`src/refcpu_isa_pkg.sv`:
```
`default_nettype none

package refcpu_isa_pkg;

    localparam int WORD_W   = 32;
    localparam int REG_W    = 5;
    localparam int OPCODE_W = 6;
    localparam int FUNCT_W  = 6;
    localparam int SHAMT_W  = 5;
    localparam int NUM_REGS = 1 << REG_W;

    typedef logic [REG_W-1:0]  reg_id_t;
    typedef logic [WORD_W-1:0] word_t;
    typedef logic [WORD_W-1:0] addr_t;

    localparam logic [OPCODE_W-1:0] OP_SPECIAL = 6'h00;  // R-type group.
    localparam reg_id_t             R0         = 5'd0;

    // Function field of SPECIAL instructions.
    typedef enum logic [FUNCT_W-1:0] {
        FN_SLL   = 6'h00,
        FN_SRL   = 6'h02,
        FN_SRA   = 6'h03,
        FN_SLLV  = 6'h04,
        FN_SRLV  = 6'h06,
        FN_SRAV  = 6'h07,
        FN_JR    = 6'h08,
        FN_JALR  = 6'h09,
        FN_BREAK = 6'h0d,
        FN_ADD   = 6'h20,
        FN_ADDU  = 6'h21,
        FN_SUB   = 6'h22,
        FN_SUBU  = 6'h23,
        FN_AND   = 6'h24,
        FN_OR    = 6'h25,
        FN_XOR   = 6'h26,
        FN_NOR   = 6'h27,
        FN_SLT   = 6'h2a,
        FN_SLTU  = 6'h2b
    } funct_t;

    typedef enum logic [4:0] {
        EX_NONE = 5'd0,
        EX_ADEL = 5'd4,   // Address error on fetch.
        EX_BP   = 5'd9,
        EX_RI   = 5'd10,
        EX_OV   = 5'd12
    } exc_code_t;

endpackage

`default_nettype wire

```
`src/refcpu_core_pkg.sv`:
```
`default_nettype none

package refcpu_core_pkg;

    import refcpu_isa_pkg::*;

    localparam int IMEM_DEPTH = 64;
    localparam int IMEM_AW    = $clog2(IMEM_DEPTH);

    typedef enum logic [2:0] {
        S_IDLE,
        S_FETCH,
        S_EXEC,
        S_WB,
        S_HALT
    } ctrl_state_t;

    // What the executor asks writeback to do.
    typedef enum logic [1:0] {
        K_COMMIT,
        K_BRANCH,
        K_EXCEPTION
    } result_kind_t;

    typedef struct packed {
        addr_t pc;
        word_t instr;
        word_t rs_val;
        word_t rt_val;
    } exec_ctx_t;

endpackage

`default_nettype wire

```
`src/instr_mem.sv`:
```
`timescale 1ns/1ps
`default_nettype none

module instr_mem (
    input  logic                                clk,
    input  logic                                we,
    input  logic [refcpu_core_pkg::IMEM_AW-1:0] waddr,
    input  refcpu_isa_pkg::word_t               wdata,
    input  logic                                fetch_en,
    input  logic [refcpu_core_pkg::IMEM_AW-1:0] fetch_addr,
    output refcpu_isa_pkg::word_t               fetch_data
);

    import refcpu_isa_pkg::*;
    import refcpu_core_pkg::*;

    word_t mem [IMEM_DEPTH];

    // Load port, open in every state.
    always_ff @(posedge clk) begin
        if (we) begin
            mem[waddr] <= wdata;
        end
    end

    // Word holds between fetches.
    always_ff @(posedge clk) begin
        if (fetch_en) begin
            fetch_data <= mem[fetch_addr];
        end
    end

endmodule

`default_nettype wire

```
`config.mk`:
```
export PLATFORM = sky130hd
export DESIGN_NAME = instr_mem
export DESIGN_NICKNAME = d
export VERILOG_FILES = /design/src/refcpu_isa_pkg.sv /design/src/refcpu_core_pkg.sv /design/src/instr_mem.sv
export SDC_FILE = /design/constraint.sdc
export NUM_CORES = 2
export LEC_CHECK = 0
export BUFFER_PORTS_ARGS = -buffer_cell sky130_fd_sc_hd__buf_2
export CAP_MARGIN = 10
export CORE_AREA = 2 2 401 403
export DETAILED_ROUTE_END_ITERATION = 10
export DIE_AREA = 0 0 403 405
export PLACE_DENSITY = 0.65
export SETUP_SLACK_MARGIN = 0.4
export SLEW_MARGIN = 10
export SYNTH_ARGS = -nofsm -noshare
export SYNTH_HDL_FRONTEND = slang
export SYNTH_SLANG_ARGS = --single-unit
```
`constraint.sdc`:
```
create_clock -name clk -period 9.15 [get_ports clk]
set_input_delay 1.83 -clock clk [delete_from_list [all_inputs] [get_ports clk]]
set_output_delay 1.83 -clock clk [all_outputs]
set_load 0.01 [all_outputs]
```
==> key figures <==
STA
  • Final Cycle Share: 51.15%
  • Achievable frequency: 0.2137 GHz
  • Final Hold Viols: 0
  • RSZ-0062 raised after global routing: false
  • Slew Viols, Final: 0
  • Post-route setup TNS: 0 ns
  • Tmin final: 4.680 ns
  • Relative slew slack: 19.66%
  • Final Skew: 0.02462 ns
  • Final critical-path setup slack: 4.470 ns
  • Worst Max-Slew Pin Slew: 1.197 ns
  • Final setup vio count: 0

Global routing
  • Initial antenna violation count: 12
  • Gr usage total: 24.50%
  • GRT overflow: 0
  • Largest net degree at the start of global routing: 93
  • First-pass GRT wire length: 278900 um
  • Vias in the first global route: 36903

Synth
  • Synth async-reset ratio: 0%
  • Library cells used by synthesis: 33
  • Syn Std Cell Area: 0.07884 mm2
  • Synthesized Nets: 3371
  • Synth warn: 0
  • Synth Instances: 3324
  • Register bit total from synthesis: 2080
  • Avg Cell Area, Syn: 23.72 um2
  • Sequential area share after synthesis: 79.23%
  • Top_reg_cell synth: edfxtp_1
  • Post-synth EDFFs: 2080

Clock network
  • Clk_lat worst skew: 0.81 ns
  • CTS sink count: 2080
  • H-tree levels: 4
  • Hold_buf cts: 0
  • CTS tree: yes
  • TritonCTS Buffers: 200
  • Clk buf depth: 3
  • Worst-path clk slew: 0.06 ns
  • Clock root cell: clkbuf_16
  • Post-CTS Resized: 0
  • Post-CTS Setup Inserts: 0

Placed design
  • DPL Wire Length: 103300 um
  • Gpl congestion: 0.8204
  • PortBufs: 78
  • Post-placement setup slack: 3.528 ns

Worst setup path
  • Worst Path Buf+Inv: 3
  • CP endpoint kind: register
  • Crit path arrival time: 5.20 ns
  • Critical-path top delay cell: a311oi_1
  • WP data required: 9.67 ns
  • Critical path cell sequence: buf_8, buf_12, buf_4, mux4_2, nor2b_1, a21oi_1, a311oi_1, nor3_1
  • CP startpoint kind: primary input
  • Critical path peak fanout: 58
  • Setup CP Type: in -> reg
  • Critical path's top delay family: buffers and inverters
  • Largest stage delay, worst path: 0.95 ns

Finish
  • # nets final: 3603
  • Most frequent cells in the layout: edfxtp_1, mux4_2, clkbuf_16
  • Share of layout cells above drive strength 1: 29.74%
  • Area Growth Syn to Fin: 12.95%
  • Filler cells: 11459
  • Most common cell after layout, fill and taps aside: edfxtp_1

Detailed routing
  • Detailed Route WL: 197700 um
  • Initial DRT Pass Iterations: 5
  • Drt wl/cell: 34.01 um
  • Vias post-DR: 36938
  • DRC: 0
  • Avg Vias per Cell: 6.353
  • DRT iter0 DRCs: 4793
  • ANT nets after route: 0

Die
  • Std cell rows: 147
  • Io pins: 79
  • Starting Density: 49.49%
  • Die X: 403 um
  • DIE AREA: 0.1632 mm2
  • Die H: 405 um
  • Core ar.: 0.1593 mm2

Power
  • PD cells: 221.8 mW/mm2
  • Leakage: 27.60 nW
  • Max VDD drop: 0.0001838 V

Job
  • Number of max-cap violations: 0

Status
  • Outcome: complete, no violations

Min path
  • Worst Hold Class: reg -> reg
sequential cells by signal, summed over array words and instances (netlist names):
name        flops
mem          2048
fetch_data     32
cell usage after synthesis (7+ instances only):
cell / instances / area (um2)
o22ai_1: 84 / 525.5
o221ai_1: 27 / 236.5
mux4_2: 544 / 12250
nor2_1: 137 / 514.2
mux2i_1: 93 / 930.9
a311oi_1: 8 / 70.07
nor2b_1: 15 / 93.84
clkbuf_1: 74 / 277.8
a22oi_1: 12 / 90.09
buf_4: 25 / 187.7
nor3_1: 7 / 35.03
nand2_1: 26 / 97.59
a21oi_1: 62 / 310.3
edfxtp_1: 2080 / 62460
nand2b_1: 8 / 50.05
buf_2: 57 / 285.3
buf_1: 21 / 78.83
tightest hold or removal path, cell delays in order (launching register included):
cell	delay, ns
edfxtp_1	0.32
mux4_2	0.23
mux2i_1	0.06
nand2_1	0.06
a31oi_1	0.09
nor2_1	0.09
worst paths after layout:
check	startpoint	to	slack, ns	cells past startpoint
worst max-delay path	fetch_addr[0]	fetch_data[20]	4.47	8
worst min-delay path	mem[56][18]	fetch_data[18]	0.95	5
worst max register to register	mem[11][29]	fetch_data[29]	6.48	4
worst min register to register	mem[56][18]	fetch_data[18]	0.95	5
stage by stage:
step	hold WS (ns)	instance area [um2]	util, %	instances	total power (W)
2_1_floorplan	0.7502	78840	-	3324	0.01131
3_3_place_gp	0.9592	82570	51.84	5440	0.01178
3_5_place_dp	0.9369	82570	51.84	5440	0.01179
4_1_cts	0.9598	89030	55.89	5811	0.01986
5_1_grt	1.070	89040	55.90	5811	0.02025
6_report	0.9538	89050	55.90	5814	0.01975
power by group:
group	leakage (nW)	switching (W)	internal, W
combinational	5.71	0.000632	0.000345
clock	3.16	0.00349	0.00468
sequential	18.7	0.0000336	0.0106
total	27.6	0.00415	0.0156
cell type report:
| cell class | instances | area (um2) | share of cell area [%] |
|---|---|---|---|
| diodes | 3 | 7.507 | 0.008431 |
| clock buffers | 239 | 5300 | 5.952 |
| clock inverters | 132 | 1159 | 1.301 |
| multi-input cells | 1062 | 15970 | 17.94 |
| flip-flops and latches | 2080 | 62460 | 70.14 |
| well taps | 2086 | 2610 | 2.931 |
| repair buffers | 212 | 1535 | 1.724 |
layer usage:
metal,track usage [%],wire (um),up-vias
met5,0,57,-
met4,6.853,5305,10
met3,5.005,18960,267
met2,39.30,95970,1842
met1,34.57,77460,20042
li1,-,-,14777
logic make-up after synthesis:
family,after synthesis,synth area share (%)
flip-flops,2080,79.23
buffers and inverters,182,1.124
AND/OR/NAND/NOR,223,1.260
multiplexers,637,16.72
AO/OA/AOI/OAI,202,1.666
Note: power is estimated with default switching activity, not from simulation.
