--- src/refcpu_isa_pkg.sv ---
`default_nettype none

package refcpu_isa_pkg;

    localparam int WORD_W   = 32;
    localparam int REG_W    = 5;
    localparam int OPCODE_W = 6;
    localparam int FUNCT_W  = 6;
    localparam int SHAMT_W  = 5;
    localparam int NUM_REGS = 1 << REG_W;

    typedef logic [REG_W-1:0]  reg_id_t;
    typedef logic [WORD_W-1:0] word_t;
    typedef logic [WORD_W-1:0] addr_t;

    localparam logic [OPCODE_W-1:0] OP_SPECIAL = 6'h00;  // R-type group.
    localparam reg_id_t             R0         = 5'd0;

    // Function field of SPECIAL instructions.
    typedef enum logic [FUNCT_W-1:0] {
        FN_SLL   = 6'h00,
        FN_SRL   = 6'h02,
        FN_SRA   = 6'h03,
        FN_SLLV  = 6'h04,
        FN_SRLV  = 6'h06,
        FN_SRAV  = 6'h07,
        FN_JR    = 6'h08,
        FN_JALR  = 6'h09,
        FN_BREAK = 6'h0d,
        FN_ADD   = 6'h20,
        FN_ADDU  = 6'h21,
        FN_SUB   = 6'h22,
        FN_SUBU  = 6'h23,
        FN_AND   = 6'h24,
        FN_OR    = 6'h25,
        FN_XOR   = 6'h26,
        FN_NOR   = 6'h27,
        FN_SLT   = 6'h2a,
        FN_SLTU  = 6'h2b
    } funct_t;

    typedef enum logic [4:0] {
        EX_NONE = 5'd0,
        EX_ADEL = 5'd4,   // Address error on fetch.
        EX_BP   = 5'd9,
        EX_RI   = 5'd10,
        EX_OV   = 5'd12
    } exc_code_t;

endpackage

`default_nettype wire

--- src/refcpu_core_pkg.sv ---
`default_nettype none

package refcpu_core_pkg;

    import refcpu_isa_pkg::*;

    localparam int IMEM_DEPTH = 64;
    localparam int IMEM_AW    = $clog2(IMEM_DEPTH);

    typedef enum logic [2:0] {
        S_IDLE,
        S_FETCH,
        S_EXEC,
        S_WB,
        S_HALT
    } ctrl_state_t;

    // What the executor asks writeback to do.
    typedef enum logic [1:0] {
        K_COMMIT,
        K_BRANCH,
        K_EXCEPTION
    } result_kind_t;

    typedef struct packed {
        addr_t pc;
        word_t instr;
        word_t rs_val;
        word_t rt_val;
    } exec_ctx_t;

endpackage

`default_nettype wire

--- src/refcpu_ifs.sv ---
`timescale 1ns/1ps
`default_nettype none

// Control to executor, result valid in the same cycle.
interface exec_if;
    import refcpu_isa_pkg::*;
    import refcpu_core_pkg::*;

    exec_ctx_t    ctx;
    result_kind_t kind;
    reg_id_t      target_id;
    word_t        wdata;
    addr_t        new_pc;
    exc_code_t    exc_code;

    modport ctrl (output ctx, input kind, input target_id, input wdata,
                  input new_pc, input exc_code);
    modport exec (input ctx, output kind, output target_id, output wdata,
                  output new_pc, output exc_code);
endinterface

interface rf_if;
    import refcpu_isa_pkg::*;

    reg_id_t rs_id;
    reg_id_t rt_id;
    word_t   rs_val;
    word_t   rt_val;
    logic    we;
    reg_id_t wid;
    word_t   wdata;

    modport ctrl (output rs_id, output rt_id, input rs_val, input rt_val,
                  output we, output wid, output wdata);
    modport rf (input rs_id, input rt_id, output rs_val, output rt_val,
                input we, input wid, input wdata);
endinterface

`default_nettype wire

--- src/cpu_control.sv ---
`timescale 1ns/1ps
`default_nettype none

module cpu_control (
    input  logic                                clk,
    input  logic                                rst_n,
    input  logic                                start,
    input  refcpu_isa_pkg::word_t               fetch_data,
    output logic                                busy,
    output logic                                done,
    output refcpu_isa_pkg::exc_code_t           exc_code,
    output refcpu_isa_pkg::addr_t               epc,
    output logic                                fetch_en,
    output logic [refcpu_core_pkg::IMEM_AW-1:0] fetch_addr,
    rf_if.ctrl                                  rf,
    exec_if.ctrl                                ex
);

    import refcpu_isa_pkg::*;
    import refcpu_core_pkg::*;

    ctrl_state_t          state;
    addr_t                pc;
    logic                 ds_armed;    // Next writeback redirects to br_target.
    addr_t                br_target;
    logic                 pc_misaligned;
    logic [OPCODE_W-1:0]  opcode;

    result_kind_t         res_kind;
    reg_id_t              res_target;
    word_t                res_wdata;
    addr_t                res_new_pc;
    exc_code_t            res_exc;

    assign opcode        = fetch_data[31:26];
    assign pc_misaligned = pc[1:0] != 2'b00;

    assign fetch_en   = (state == S_FETCH) && !pc_misaligned;
    assign fetch_addr = pc[IMEM_AW+1:2];  // Wraps modulo memory depth.

    assign rf.rs_id = fetch_data[25:21];
    assign rf.rt_id = fetch_data[20:16];
    assign ex.ctx   = '{pc: pc, instr: fetch_data, rs_val: rf.rs_val, rt_val: rf.rt_val};

    assign rf.we    = (state == S_WB) && (res_kind != K_EXCEPTION) && (res_target != R0);
    assign rf.wid   = res_target;
    assign rf.wdata = res_wdata;

    always_ff @(posedge clk or negedge rst_n) begin
        if (!rst_n) begin
            state    <= S_IDLE;
            pc       <= '0;
            ds_armed <= 1'b0;
            busy     <= 1'b0;
            done     <= 1'b0;
            exc_code <= EX_NONE;
            epc      <= '0;
        end else begin
            done <= 1'b0;
            unique case (state)
                S_IDLE, S_HALT: begin
                    if (start) begin
                        pc       <= '0;
                        ds_armed <= 1'b0;
                        busy     <= 1'b1;
                        state    <= S_FETCH;
                    end
                end
                S_FETCH: begin
                    if (pc_misaligned) begin
                        exc_code <= EX_ADEL;
                        epc      <= pc;
                        done     <= 1'b1;
                        busy     <= 1'b0;
                        state    <= S_HALT;
                    end else begin
                        state <= S_EXEC;
                    end
                end
                S_EXEC: state <= S_WB;
                S_WB: begin
                    if (res_kind == K_EXCEPTION) begin
                        exc_code <= res_exc;
                        epc      <= pc;
                        done     <= 1'b1;
                        busy     <= 1'b0;
                        state    <= S_HALT;
                    end else begin
                        pc       <= ds_armed ? br_target : pc + 32'd4;
                        ds_armed <= (res_kind == K_BRANCH);
                        state    <= S_FETCH;
                    end
                end
                default: state <= S_IDLE;
            endcase
        end
    end

    // Executor result, captured once per instruction.
    always_ff @(posedge clk) begin
        if (state == S_EXEC) begin
            if (opcode != OP_SPECIAL) begin
                res_kind   <= K_EXCEPTION;
                res_target <= R0;
                res_exc    <= EX_RI;
            end else begin
                res_kind   <= ex.kind;
                res_target <= ex.target_id;
                res_exc    <= ex.exc_code;
            end
            res_wdata  <= ex.wdata;
            res_new_pc <= ex.new_pc;
        end
        if (state == S_WB && res_kind == K_BRANCH) begin
            br_target <= res_new_pc;
        end
    end

    a_done_pulse: assert property (
        @(posedge clk) disable iff (!rst_n)
        done |=> !done
    );

    // A write retires the instruction, the next fetch follows.
    a_write_in_wb: assert property (
        @(posedge clk) disable iff (!rst_n)
        rf.we |-> busy ##1 (state == S_FETCH)
    );

endmodule

`default_nettype wire

--- src/flat_wrapper.sv ---
// flat-port wrapper written by rule: the top's interface ports become plain ports
module cpu_control_flat import refcpu_isa_pkg::*; import refcpu_core_pkg::*;
  (clk, rst_n, start, fetch_data, busy, done, exc_code, epc, fetch_en, fetch_addr, rf_rs_id, rf_rt_id, rf_rs_val, rf_rt_val, rf_we, rf_wid, rf_wdata, ex_ctx, ex_kind, ex_target_id, ex_wdata, ex_new_pc, ex_exc_code);
  rf_if rf_i ();
  exec_if ex_i ();
  input  logic clk;
  input  logic rst_n;
  input  logic start;
  input  refcpu_isa_pkg::word_t fetch_data;
  output logic busy;
  output logic done;
  output refcpu_isa_pkg::exc_code_t exc_code;
  output refcpu_isa_pkg::addr_t epc;
  output logic fetch_en;
  output logic [refcpu_core_pkg::IMEM_AW-1:0] fetch_addr;
  output wire logic [$bits(rf_i.rs_id)-1:0] rf_rs_id;
  output wire logic [$bits(rf_i.rt_id)-1:0] rf_rt_id;
  input wire logic [$bits(rf_i.rs_val)-1:0] rf_rs_val;
  input wire logic [$bits(rf_i.rt_val)-1:0] rf_rt_val;
  output wire logic [$bits(rf_i.we)-1:0] rf_we;
  output wire logic [$bits(rf_i.wid)-1:0] rf_wid;
  output wire logic [$bits(rf_i.wdata)-1:0] rf_wdata;
  output wire logic [$bits(ex_i.ctx)-1:0] ex_ctx;
  input wire logic [$bits(ex_i.kind)-1:0] ex_kind;
  input wire logic [$bits(ex_i.target_id)-1:0] ex_target_id;
  input wire logic [$bits(ex_i.wdata)-1:0] ex_wdata;
  input wire logic [$bits(ex_i.new_pc)-1:0] ex_new_pc;
  input wire logic [$bits(ex_i.exc_code)-1:0] ex_exc_code;
  assign rf_rs_id = rf_i.rs_id;
  assign rf_rt_id = rf_i.rt_id;
  assign rf_i.rs_val = rf_rs_val;
  assign rf_i.rt_val = rf_rt_val;
  assign rf_we = rf_i.we;
  assign rf_wid = rf_i.wid;
  assign rf_wdata = rf_i.wdata;
  assign ex_ctx = ex_i.ctx;
  assign ex_i.kind = ex_kind;
  assign ex_i.target_id = ex_target_id;
  assign ex_i.wdata = ex_wdata;
  assign ex_i.new_pc = ex_new_pc;
  assign ex_i.exc_code = ex_exc_code;
  cpu_control u_core (.clk(clk), .rst_n(rst_n), .start(start), .fetch_data(fetch_data), .busy(busy), .done(done), .exc_code(exc_code), .epc(epc), .fetch_en(fetch_en), .fetch_addr(fetch_addr), .rf(rf_i), .ex(ex_i));
endmodule
--- config.mk ---
export PLATFORM = sky130hd
export DESIGN_NAME = cpu_control_flat
export DESIGN_NICKNAME = d
export VERILOG_FILES = /design/src/refcpu_isa_pkg.sv /design/src/refcpu_core_pkg.sv /design/src/refcpu_ifs.sv /design/src/cpu_control.sv /design/src/flat_wrapper.sv
export SDC_FILE = /design/constraint.sdc
export NUM_CORES = 1
export LEC_CHECK = 0
export BUFFER_PORTS_ARGS = -buffer_cell sky130_fd_sc_hd__clkbuf_2
export CAP_MARGIN = 20
export CORE_AREA = 8 8 147 149
export CTS_BUF_LIST = sky130_fd_sc_hd__clkbuf_4
export CTS_CLUSTER_DIAMETER = 150
export DETAILED_ROUTE_END_ITERATION = 8
export DIE_AREA = 0 0 155 157
export PLACE_DENSITY = 0.74
export SYNTH_ARGS = -nofsm -noshare
export SYNTH_HDL_FRONTEND = slang
export SYNTH_SLANG_ARGS = --single-unit
export TNS_END_PERCENT = 5
--- constraint.sdc ---
create_clock -name clk -period 8.1 [get_ports clk]
set_clock_uncertainty 0.2 [all_clocks]
set_input_delay 1.62 -clock clk [delete_from_list [all_inputs] [get_ports clk]]
set_output_delay 1.62 -clock clk [all_outputs]
set_load 0.03 [all_outputs]
==> impl_metrics.csv <==
group,metric,value,unit
floorplan,start_util,41.0,%
synthesis,synthFlopType,"edfxtp_1",
floorplan,dieArea,24300,µm²
cts,cts_resized,0,
cells_and_area,mostFrequentLayoutCells,"205 x clkbuf_2, 108 x edfxtp_1, 104 x nand2_1, 75 x dfrtp_1, 37 x o21ai_0",
setup_path,crit_type,"input pin to output port",
sta,fin_crit_sh,46.2,%
cts,cts_root_buffer,"clkbuf_4",
synthesis,ys_seq_area_share,65.0,%
placement,place_hpwl,14800,µm
synthesis,synth_edf_count,108,
floorplan,die_h,157,µm
setup_path,cpMaxStageDelayCell,"clkbuf_2",
global_routing,antenna_found_initial,1,
detailed_routing,drt_iter0_markers,365,
power_and_ir_drop,p_sw_share,38.3,%
floorplan,die_w,155,µm
detailed_routing,totalWireLength,20000,µm
sta,hold_viol,0,
global_routing,grt_max_degree,78,
synthesis,synth_seq_cells,183,
synthesis,syn_inst,659,
synthesis,yosys_warnings,0,
cts,cts_max_level,4,
power_and_ir_drop,pwr_density_cell,314,nW/µm²
setup_path,path_delay_family,"buffers and inverters",
cts,clock_sinks,183,
hold_path,hold_path.class,"register to register",
placement,place.port_buffers,206,
placement,dp_cells,998,
cts,cts_hold_buf,0,
power_and_ir_drop,p_leak,0.00375,µW
cells_and_area,layout_commonest_cell,"clkbuf_2",
cts,cts_max_path_buffers,2,
detailed_routing,ant_nets,0,
setup_path,startpoint_type,"input pin",
floorplan,rows,51,
sta,fin_ws,4360,ps
power_and_ir_drop,power_frac_comb,29.6,%
placement,pre_cts_ws,4360,ps
synthesis,synth_cell_types,49,
setup_path,required,6280,ps
sta,slew_violations,0,
setup_path,cp_max_fo,2,
outcome,status,"complete, no violations",
detailed_routing,via_per_inst,4.91,
setup_path,critPathMaxStageDelay,210,ps
cts,cts_made_buffers,17,
global_routing,grt_pass1_vias,5001,
floorplan,core_region_area,19200,µm²
power_and_ir_drop,power_frac_seq,49.4,%
floorplan,io_pins,397,
synthesis,syn_nets,835,
setup_path,crit_buf_inv,2,
cells_and_area,synthToLayoutAreaGrowth,10.3,%
cts,cts_setup_buffers,0,
cts,cts_tree,"yes",
cells_and_area,drive_gt1_share,33.6,%
synthesis,avgSynthCellArea,11.9,µm²
synthesis,syn_area,7870,µm²
power_and_ir_drop,power.total,2720,µW
sta,rsz0062_at_grt,"no",
detailed_routing,wl_per_cell,19.4,µm
power_and_ir_drop,internal-power,1680,µW
cts,clkLatencyLatePin,560,ps
global_routing,grt_use_total,16.2,%
cells_and_area,fin_nets,929,
cts,clkSlewWorstSetupHoldPaths,140,ps
power_and_ir_drop,ir_drop,152,µV
detailed_routing,vias,5070,
detailed_routing,dr.pass1.iters,5,
cells_and_area,final_cells,1032,
sta,setup_viol,0,
sta,tns,0,ps
setup_path,cp_common_cell,"clkbuf_2",
power_and_ir_drop,pwr-share-clk,21.0,%
setup_path,rrSetupSlack,5290,ps
synthesis,ys_async_sr_fraction,41.0,%
setup_path,cp-end-kind,"output port",
global_routing,grt_pass1_wl,29800,µm
global_routing,grt-ovfl-total,0,
setup_path,crit_arrival,1920,ps
sta,period_needed,3740,ps
run,cap_viol_max_count,0,
sta,maxClockFrequency,267,MHz
detailed_routing,drc,0,
power_and_ir_drop,p_sw,1040,µW
placement,place_congestion,0.804,
sta,tightest_slew,1050,ps
sta,relSlewSlack,29.7,%
setup_path,path_cells,"clkbuf_2, clkbuf_2",
==> per-stage QoR <==
step	utilization [%]	hold slack [ps]	cell area [µm²]
final	45.2	235	8680
after global routing	45.2	246	8680
after CTS	45.2	237	8670
after detailed placement	43.4	205	8340
after global placement	43.4	203	8340
after floorplan	-	200	7870
==> state kept, by name (all words and copies together), names as in the netlist, 5 cells and up <==
register	cells
u_core.pc	32
u_core.res_new_pc	32
u_core.res_exc	5
u_core.epc	32
u_core.rf.wid	5
u_core.exc_code	5
u_core.br_target	32
u_core.rf.wdata	32
==> cell families after synthesis <==
| logic type | Yosys count | synth area share [%] |
|---|---|---|
| fa+ha+maj | 1 | 0.159 |
| buf+inv | 148 | 12.5 |
| mux | 1 | 0.127 |
| xor+xnor | 7 | 0.779 |
| compound gates | 99 | 7.53 |
| simple gates | 220 | 13.8 |
| flops | 183 | 65.0 |
==> worst register-to-register path, stage by stage, from the launching register on <==
cell and delay [ps]:
dfrtp_1 590, nand4_1 470, or3_1 710, nor4_4 330, o21ai_1 90, a211o_1 330
==> Yosys cell counts, types with 4 or more instances <==
master | n | area share, %
nor3_1 | 15 | 0.95
nand2_1 | 104 | 5.0
xnor2_1 | 5 | 0.56
dfrtp_1 | 75 | 24
a32oi_1 | 4 | 0.44
nand2b_1 | 6 | 0.48
a21oi_1 | 23 | 1.5
nor2_1 | 23 | 1.1
edfxtp_1 | 108 | 41
o2bb2ai_1 | 6 | 0.67
buf_4 | 112 | 11
and2_1 | 10 | 0.79
inv_1 | 9 | 0.43
nor4_1 | 7 | 0.56
clkbuf_1 | 22 | 1.0
nand3_1 | 21 | 1.3
o21ai_1 | 8 | 0.51
o21ai_0 | 37 | 2.4
and3_1 | 5 | 0.40
a22oi_1 | 6 | 0.57
nand4_1 | 7 | 0.56
==> power groups by stage <==
stage	registers [µW]	clock network (µW)	logic, µW
5_1_grt	1370	632	867
6_report	1350	573	806
3_3_place_gp	1360	0	807
3_5_place_dp	1370	0	821
2_1_floorplan	1640	0	374
4_1_cts	1350	595	822
==> path summary, 6_finish.rpt <==
check,from,end,cells past startpoint
setup / recovery,fetch_data[29],ex_ctx[93],2
setup reg to reg,u_core.pc[6],u_core.pc[30],5
max in group asynchronous,rst_n,u_core.pc[9],1
hold / removal,u_core.res_new_pc[31],u_core.br_target[31],0
hold reg to reg,u_core.res_new_pc[31],u_core.br_target[31],0
min in group asynchronous,rst_n,u_core.epc[0],1
==> cell type report <==
class	count	area, µm²
antenna	1	2.50
clock buffer	18	135
clock inverter	14	196
fill	1771	10500
inverter	10	37.5
multi-input combinational	328	1780
sequential	183	5120
tap	265	332
timing repair buffer	213	1080
==> per-layer routing <==
| metal | wire [µm] | share of wire (%) | GRT usage, % | vias up |
|---|---|---|---|---|
| li1 | - | - | - | 2396 |
| met1 | 7800 | 39 | 19.0 | 2382 |
| met2 | 9990 | 50 | 26.4 | 253 |
| met3 | 1730 | 8.6 | 6.14 | 39 |
| met4 | 519 | 2.6 | 6.91 | 0 |
| met5 | 0 | 0 | 0 | - |
(Power assumes the default switching activity.)
